--- config.mk ---
export PLATFORM = sky130hd
export DESIGN_NAME = frame_buffer
export DESIGN_NICKNAME = d
export VERILOG_FILES = /design/src/verilog/fas_pkg.sv /design/src/verilog/frame_buffer.sv
export VERILOG_INCLUDE_DIRS = /design/src /design/src/verilog
export SDC_FILE = /design/constraint.sdc
export NUM_CORES = 1
export LEC_CHECK = 0
export BUFFER_PORTS_ARGS = -buffer_cell sky130_fd_sc_hd__buf_2
export CELL_PAD_IN_SITES_DETAIL_PLACEMENT = 1
export CELL_PAD_IN_SITES_GLOBAL_PLACEMENT = 1
export CORE_MARGIN = 5
export CORE_UTILIZATION = 41
export DETAILED_ROUTE_END_ITERATION = 6
export HOLD_SLACK_MARGIN = 0.08
export PLACE_DENSITY_LB_ADDON = 0.3
export SLEW_MARGIN = 20
export SYNTH_ARGS = -nofsm -noshare
export SYNTH_HDL_FRONTEND = slang
export SYNTH_SLANG_ARGS = --single-unit
--- constraint.sdc ---
create_clock -name clk -period 15.81 [get_ports clk]
set_input_delay 1.581 -clock clk [delete_from_list [all_inputs] [get_ports clk]]
set_output_delay 1.581 -clock clk [all_outputs]
set_load 0.1 [all_outputs]
--- src/verilog/fas_defs.svh ---
// Widths and constants shared by RTL and testbench; FIR and twiddle values are Q16 fixed point
`ifndef FAS_DEFS_SVH
`define FAS_DEFS_SVH

////////////////////
// Widths and sizes
`define FAS_SAMPLE_W   16
`define FAS_COEF_W     20
`define FAS_TAPS       32
`define FAS_FRAME_N    16
`define FAS_LANE_W     24
`define FAS_FRAC_SHIFT 16
`define FAS_OUT_SHIFT  4

////////////////////
// FIR coefficients, first half only since tap 31-i equals tap i
`define FAS_FIR_C0  20'shFFF9E
`define FAS_FIR_C1  20'shFFF86
`define FAS_FIR_C2  20'shFFFA7
`define FAS_FIR_C3  20'sh0003B
`define FAS_FIR_C4  20'sh0014B
`define FAS_FIR_C5  20'sh0024A
`define FAS_FIR_C6  20'sh00222
`define FAS_FIR_C7  20'shFFFE4
`define FAS_FIR_C8  20'shFFBC5
`define FAS_FIR_C9  20'shFF7CA
`define FAS_FIR_C10 20'shFF74E
`define FAS_FIR_C11 20'shFFD74
`define FAS_FIR_C12 20'sh00B1A
`define FAS_FIR_C13 20'sh01DAC
`define FAS_FIR_C14 20'sh02F9E
`define FAS_FIR_C15 20'sh03AA9  // Center taps, largest weight

////////////////////
// Twiddles W16^k = cos - j*sin
`define FAS_TW_RE0 65536
`define FAS_TW_RE1 60547
`define FAS_TW_RE2 46340
`define FAS_TW_RE3 25079
`define FAS_TW_RE4 0
`define FAS_TW_RE5 (-25079)
`define FAS_TW_RE6 (-46340)
`define FAS_TW_RE7 (-60547)
`define FAS_TW_IM0 0
`define FAS_TW_IM1 (-25079)
`define FAS_TW_IM2 (-46340)
`define FAS_TW_IM3 (-60547)
`define FAS_TW_IM4 (-65536)
`define FAS_TW_IM5 (-60547)
`define FAS_TW_IM6 (-46340)
`define FAS_TW_IM7 (-25079)

`endif

--- src/verilog/fas_pkg.sv ---
// Data types of the spectrum front end; widths come from the shared defines header
`default_nettype none

`include "fas_defs.svh"

package fas_pkg;

  ////////////////////
  // Scalar types
  typedef logic signed [`FAS_SAMPLE_W-1:0] sample_t;  // Q8.8 sample
  typedef logic signed [`FAS_COEF_W-1:0]   coef_t;    // Q16 FIR coefficient
  typedef logic signed [`FAS_LANE_W-1:0]   lane_t;    // FFT internal value

  ////////////////////
  // FFT internal lanes
  typedef struct packed {
    lane_t re;
    lane_t im;
  } cplx_lane_t;

  typedef cplx_lane_t [`FAS_FRAME_N-1:0] lane_vec_t;  // One full stage vector

  // Frame from the buffer, slot 0 is the oldest sample
  typedef sample_t [`FAS_FRAME_N-1:0] frame_t;

  ////////////////////
  // Spectrum output
  typedef struct packed {
    sample_t re;
    sample_t im;
  } bin_t;

  typedef bin_t [`FAS_FRAME_N-1:0] spectrum_t;  // Natural bin order

endpackage

`default_nettype wire

--- src/verilog/frame_buffer.sv ---
// Gathers 16 valid filter samples into one frame; gaps pause the fill but never reset it
`timescale 1ns/1ps
`default_nettype none

`include "fas_defs.svh"

module frame_buffer (
  input  wire logic            clk,
  input  wire logic            rst,
  input  wire logic            fir_valid,
  input  wire fas_pkg::sample_t fir_d,
  output      logic            frame_valid,
  output      fas_pkg::frame_t frame
);

  localparam int CNT_W = $clog2(`FAS_FRAME_N);
  localparam logic [CNT_W-1:0] LAST_SLOT = CNT_W'(`FAS_FRAME_N - 1);

  logic [CNT_W-1:0] wr_cnt;     // Wraps after the last slot
  fas_pkg::frame_t  slots;
  fas_pkg::frame_t  slots_nxt;  // Slots including this beat

  always_comb begin
    slots_nxt         = slots;
    slots_nxt[wr_cnt] = fir_d;
  end

  always_ff @(posedge clk or posedge rst) begin
    if (rst) begin
      wr_cnt      <= '0;
      slots       <= '0;
      frame       <= '0;
      frame_valid <= 1'b0;
    end else begin
      frame_valid <= 1'b0;  // One-cycle pulse
      if (fir_valid) begin
        slots  <= slots_nxt;
        wr_cnt <= wr_cnt + 1'b1;
        if (wr_cnt == LAST_SLOT) begin
          frame       <= slots_nxt;
          frame_valid <= 1'b1;
        end
      end
    end
  end

endmodule

`default_nettype wire

==> impl_metrics.csv, run 1 <==
group,metric,value,unit
run_status,status,"finished, final reports clean",
finish,final_common_cell,"nand2_1",
clocking,cts_max_path_buffers,3,
yosys,synth_cells,1724,
routing,via_per_inst,5.06,
worst_setup_path,r2r_slack,12.49,ns
clocking,cts.hold.buffers_added,0,
placement,io_buffers,275,
clocking,cts_resized,0,
min_path,min_delay_worst_endpoint,"frame[61]",
finish,nFillCells,5078,
floorplanning,die_y,228,µm
worst_setup_path,worstSetupStartpointType,"input port",
yosys,synth_edf_count,0,
timing,fmax,278,MHz
worst_setup_path,cp.arrival,4.13,ns
placement,dp.cells,2487,
finish,layout_common_cells,"nand2_1, dfrtp_1, buf_2",
floorplanning,core-area,46800,µm²
timing,relSlewSlack,28.7,%
routing,post-route-drc-count,0,
routing,wl,54600,µm
grt,first_global_vias,14276,
timing,period_share,22.7,%
timing,setup_tns,0,ns
floorplanning,start_util,41.6,%
finish,nNetsFinal,1959,
clocking,cts-buffers-inserted,54,
yosys,ys_seq_elements,501,
grt,grt_usage,20.8,%
placement,gp_congestion,0.740,
worst_setup_path,r2r_end,"frame[168]",
clocking,insertion_delay,0.60,ns
grt,overflow,0,
worst_setup_path,critPathRequiredTime,16.35,ns
yosys,async_reset_ff_share,100,%
grt,antenna_found_initial,0,
worst_setup_path,critPathCaptureType,"register",
timing,hold_violations,0,
routing,routed_wire_length_per_instance,21.1,µm
yosys,yosys_warnings,0,
grt,grt_first_pass_wirelength,85900,µm
routing,detail-route-antenna-nets,0,
yosys,synth_nets,1747,
finish,syn2layout_area_growth,17.2,%
min_path,hold_start,"slots[61]",
routing,first_pass_iters,4,
clocking,clock-sinks,501,
floorplanning,fp.dieArea,51900,µm²
min_path,hp-class,"register to register",
timing,finalMaxSlewViolations,0,
yosys,synth_ff_type,"dfrtp_1",
clocking,post_cts_buffers,0,
yosys,ys_types,25,
timing,finalSetupViolations,0,
clocking,cts.clk_slew.worst_paths,0.06,ns
worst_setup_path,cp_cell_sequence,"buf_2, nand4_1, inv_8, buf_4, nand2_1, nand2_1",
floorplanning,io_pins,276,
job,maxCapViolations,0,
worst_setup_path,worstRegToRegCells,6,
routing,drt_iter0_drc,858,
floorplanning,core.rowCount,79,
timing,rsz0062_at_grt,"no",
timing,period_needed,3.59,ns
worst_setup_path,r2r_start,"wr_cnt[0]",
placement,hpwlAfterDp,32700,µm
worst_setup_path,critical-path-max-stage-delay,0.84,ns
clocking,htree_levels,2,
clocking,root_buffer,"clkbuf_16",
finish,design_area,22800,µm²
worst_setup_path,cp_max_fo,178,
placement,placed_area,21000,µm²
worst_setup_path,worst-setup-path-type,"input port to register",
timing,finClkSkew,0.0298,ns
floorplanning,chipWidth,228,µm
clocking,tritoncts,"built",
finish,drive_above_1_share,31.3,%
routing,vias,13090,
grt,grt_max_degree,179,
yosys,seq_area_frac_synth,64.4,%
yosys,synth.avg_cell_area,11.3,µm²
finish,layout.cells.non_filler,2585,
yosys,synth_area,19500,µm²
worst_setup_path,slowest_stage,"inv_8",
min_path,whs_path_depth,2,
worst_setup_path,crit_top_cell,"nand2_1",
timing,worst_slew_pin_slew,1.07,ns
-- through the flow --
stage	hold WS, ns	util [%]	worst slack, ns
2_1_floorplan	0.433	-	0.241
3_3_place_gp	0.441	44.9	11.63
3_5_place_dp	0.451	45.0	11.55
4_1_cts	0.443	48.8	12.21
5_1_grt	0.482	48.8	11.85
6_report	0.440	48.8	12.22
-- cells by family (layout without fill, tap and decap cells) --
family                     count (synthesis)  after routing  synth area share [%]
buffers and inverters                    130            383                  3.56
other                                      0              1                     0
xor gates and xnor gates                   3              3                 0.135
AOI/OAI and AO/OA                         97             97                  2.49
DFF                                      501            501                  64.4
and+or+nand+nor                          749            749                  15.0
adders and majority gates                  4              4                 0.257
muxes                                    240            240                  14.1
-- synthesized netlist by cell type (3+ instances only) --
cell type / count / area share (%)
nor2_1: 48 / 0.93
mux2_4: 12 / 0.93
a21oi_1: 96 / 2.5
buf_6: 16 / 0.93
inv_1: 3 / 0.058
clkbuf_1: 57 / 1.1
and2_1: 4 / 0.13
nand2_2: 3 / 0.096
ha_1: 4 / 0.26
buf_4: 8 / 0.31
and3_1: 4 / 0.13
buf_2: 44 / 1.1
dfrtp_1: 501 / 64
nand2_4: 8 / 0.46
nand3_1: 3 / 0.077
mux2_2: 228 / 13
nand2_1: 674 / 13
-- layout make-up --
cell class | instances | area (µm²) | area share (%)
Clock inverter | 15 | 174 | 0.762
Multi-Input combinational cell | 1093 | 6240 | 27.3
Sequential cell | 501 | 12500 | 54.9
Timing Repair Buffer | 282 | 1470 | 6.46
Antenna cell | 1 | 2.50 | 0.0110
Clock buffer | 82 | 1610 | 7.05
Tap cell | 607 | 759 | 3.33
Inverter | 4 | 30.0 | 0.132
-- worst max-delay path, delay by kind of cell --
kind / cells / cell delay (ns)
buffers and inverters: 3 / 1.84
and+or+nand+nor: 3 / 0.58
-- registers in the layout, indices dropped and copies added (netlist names) --
name / flops
wr_cnt: 4
frame_valid: 1
slots: 240
frame: 256
-- per-layer routing --
layer	global-route usage [%]	vias to the layer above	routed length, µm
met3	5.08	63	3240
met2	33.9	267	26200
met5	0	-	0
met1	28.8	6838	24400
li1	-	5922	-
met4	4.22	0	864
-- worst max path at each step --
stage	cells past startpoint	endpoint	startpoint	slack (ns)
finish	6	frame[168]	fir_valid	12.22
CTS	6	frame[193]	fir_valid	12.21
floorplan	1	frame[0]	rst	0.24
global route	4	frame[240]	rst	11.85
global placement	4	frame_valid	rst	11.63
detailed placement	4	frame[246]	rst	11.55
Power of run 1 is left out: the tool's default activity adds up to more than one toggle a clock period on the data nets, which glitch-free logic cannot reach.
==> run 2: changes to the inputs <==
--- a/config.mk
+++ b/config.mk
@@ -6,11 +6,12 @@
 export SDC_FILE = /design/constraint.sdc
 export NUM_CORES = 1
 export LEC_CHECK = 0
+export ABC_AREA = 1
 export BUFFER_PORTS_ARGS = -buffer_cell sky130_fd_sc_hd__buf_2
 export CELL_PAD_IN_SITES_DETAIL_PLACEMENT = 1
 export CELL_PAD_IN_SITES_GLOBAL_PLACEMENT = 1
 export CORE_MARGIN = 5
-export CORE_UTILIZATION = 41
+export CORE_UTILIZATION = 39
 export DETAILED_ROUTE_END_ITERATION = 6
 export HOLD_SLACK_MARGIN = 0.08
 export PLACE_DENSITY_LB_ADDON = 0.3
==> constraint.sdc (replaced) <==
create_clock -name clk -period 3.1 [get_ports clk]
set_input_delay 0.31 -clock clk [delete_from_list [all_inputs] [get_ports clk]]
set_output_delay 0.31 -clock clk [all_outputs]
set_load 0.1 [all_outputs]
==> run 2 against run 1 <==
Against the previous run: wire length up 60%; hold slack got worse by 0.26 ns; core utilization is 2.9 points lower; design area increased by 22%; sequential share of layout area decreased by 8.4 points; synthesized area grew 23%; critical path depth did not move; critical endpoint is now frame[220]; highest routed layer unchanged.
==> impl_metrics.csv, run 2 <==
group,metric,value,unit
run_status,status,"finished, final reports clean",
yosys,synthXorXnorAreaFrac,0.110,%
yosys,yosys.area.top_type_share,54.2,%
job,maxCapViolations,0,
timing,period_share,83.5,%
placement,placed_area,25900,µm²
placement,hpwlAfterDp,53400,µm
routing,via_per_inst,5.44,
yosys,synth-compound-area-share,0.0210,%
routing,routed_wire_length_per_instance,21.2,µm
finish,largestRegisters,"frame: 256 flops, slots: 256 flops, wr_cnt: 4 flops",
yosys,ys_types,15,
placement,gp_congestion,0.767,
grt,grt_max_degree,189,
timing,finClkSkew,0.0149,ns
routing,drt_iter0_drc,1551,
timing,finalSetupViolations,0,
floorplanning,io_pins,276,
finish,final_common_cell,"nand2_1",
clocking,cts-buffers-inserted,57,
timing,setup_tns,0,ns
floorplanning,core.rowCount,90,
clocking,insertion_delay,0.62,ns
min_path,hp-class,"input port to register",
worst_setup_path,worst-setup-path-type,"register to register",
routing,vias,22332,
yosys,synthTopCellsByArea,"dfrtp_1, nand2_1, nand3_1",
clocking,post_cts_buffers,0,
routing,post-route-drc-count,0,
timing,rsz0062_at_grt,"no",
timing,hold_violations,0,
floorplanning,chipWidth,257,µm
timing,finalMaxSlewViolations,0,
yosys,synth.avg_cell_area,7.72,µm²
yosys,synth_nets,3116,
timing,worst_slew_pin_slew,1.09,ns
timing,period_needed,2.59,ns
timing,fmax,386,MHz
routing,first_pass_iters,5,
routing,wl,87200,µm
timing,timing.final.ws_setup,0.510,ns
yosys,synth_fa_ha_area_share,0.210,%
yosys,yosys_warnings,0,
worst_setup_path,cp_max_fo,20,
finish,layout_common_cells,"nand2_1, nand3_1, dfrtp_1",
finish,nNetsFinal,3301,
grt,antenna_found_initial,0,
grt,grt_first_pass_wirelength,137000,µm
floorplanning,fp.dieArea,66300,µm²
worst_setup_path,critPathCaptureType,"register",
yosys,synth_ff_type,"dfrtp_1",
finish,drive_above_1_share,13.3,%
timing,relSlewSlack,27.0,%
yosys,synth_top_family_by_area,"simple AND/OR/NAND/NOR gates",
yosys,synth_cells,3093,
placement,io_buffers,275,
timing,timing.hold.ws,0.176,ns
clocking,root_buffer,"clkbuf_16",
finish,num_antenna_cells,0,
worst_setup_path,worstSetupStartpointType,"register",
yosys,ys_seq_elements,517,
placement,pre_cts_ws,0.505,ns
yosys,seq_area_frac_synth,54.2,%
clocking,cts_max_path_buffers,3,
clocking,htree_levels,2,
yosys,synth_mux_area_share,0,%
clocking,tritoncts,"built",
grt,first_global_vias,24105,
yosys,synthSimpleGateAreaFrac,37.1,%
yosys,synth_edf_count,0,
clocking,clock-sinks,517,
yosys,yosysMostFrequentCell,"nand2_1",
floorplanning,core-area,60500,µm²
yosys,synth_commonest_cells,"nand2_1, nand3_1, dfrtp_1, inv_1, nand4_1",
yosys,yosys.area.top_type,"dfrtp_1",
finish,design_area,27800,µm²
routing,detail-route-antenna-nets,0,
grt,overflow,0,
worst_setup_path,cp.arrival,3.14,ns
floorplanning,start_util,39.5,%
grt,grt_usage,25.8,%
finish,syn2layout_area_growth,16.3,%
worst_setup_path,critPathRequiredTime,3.65,ns
yosys,synth_area,23900,µm²
clocking,cts.clk_slew.worst_paths,0.06,ns
floorplanning,die_y,257,µm
yosys,async_reset_ff_share,100,%
==> run 2: routing by layer <==
layer	global-route usage, %	share of wire, %
met3	3.95	4.9
met4	8.71	3.7
met1	32.7	42
met2	45.2	50
met5	0	0
==> run 2: final timing paths <==
check / slack [ns] / startpoint / cells after the start / end
worst max register to register: 0.51 / wr_cnt[1] / 6 / frame[220]
worst max-delay path: 0.51 / wr_cnt[1] / 6 / frame[220]
worst min register to register: 0.47 / frame[18] / 2 / frame[18]
min in group asynchronous: 0.23 / rst / 3 / frame[231]
max in group asynchronous: 1.61 / rst / 4 / slots[60]
worst min-delay path: 0.18 / fir_valid / 4 / wr_cnt[2]
==> run 2: critical path: stages, from the launching register on <==
cell and delay [ns]:
dfrtp_1 0.42, inv_1 0.13, ha_2 0.53, nand3_1 0.75, nand2_1 0.34, nand3_1 0.20, nand2_1 0.14
==> run 2: cell type report <==
class	instances	area (µm²)
clock buffers	89	1780
clock inverters	15	83.8
fillers	7367	32700
inverters	284	1080
multi-input cells	2082	8950
flip-flops and latches	517	12900
well taps	782	978
repair buffers	336	1960
==> run 2: kinds of logic after synthesis <==
logic type	Yosys count
simple gates	2074
flops	517
buf+inv	494
fa+ha+maj	4
xor+xnor	3
compound gates	1
==> run 2: per-stage QoR <==
stage / instances / util (%)
5_1_grt: 4105 / 45.9
4_1_cts: 4105 / 45.9
2_1_floorplan: 3093 / -
3_3_place_gp: 4000 / 42.8
3_5_place_dp: 4000 / 42.8
6_report: 4105 / 45.9
==> run 2: repair_timing <==
| action | 4_1_cts | 5_1_grt |
|---|---|---|
| resized for setup | 0 | 0 |
| hold buffers | 1 | 0 |
| endpoints found under the hold margin | 47 | 0 |
Power of run 2 is left out for the same reason.
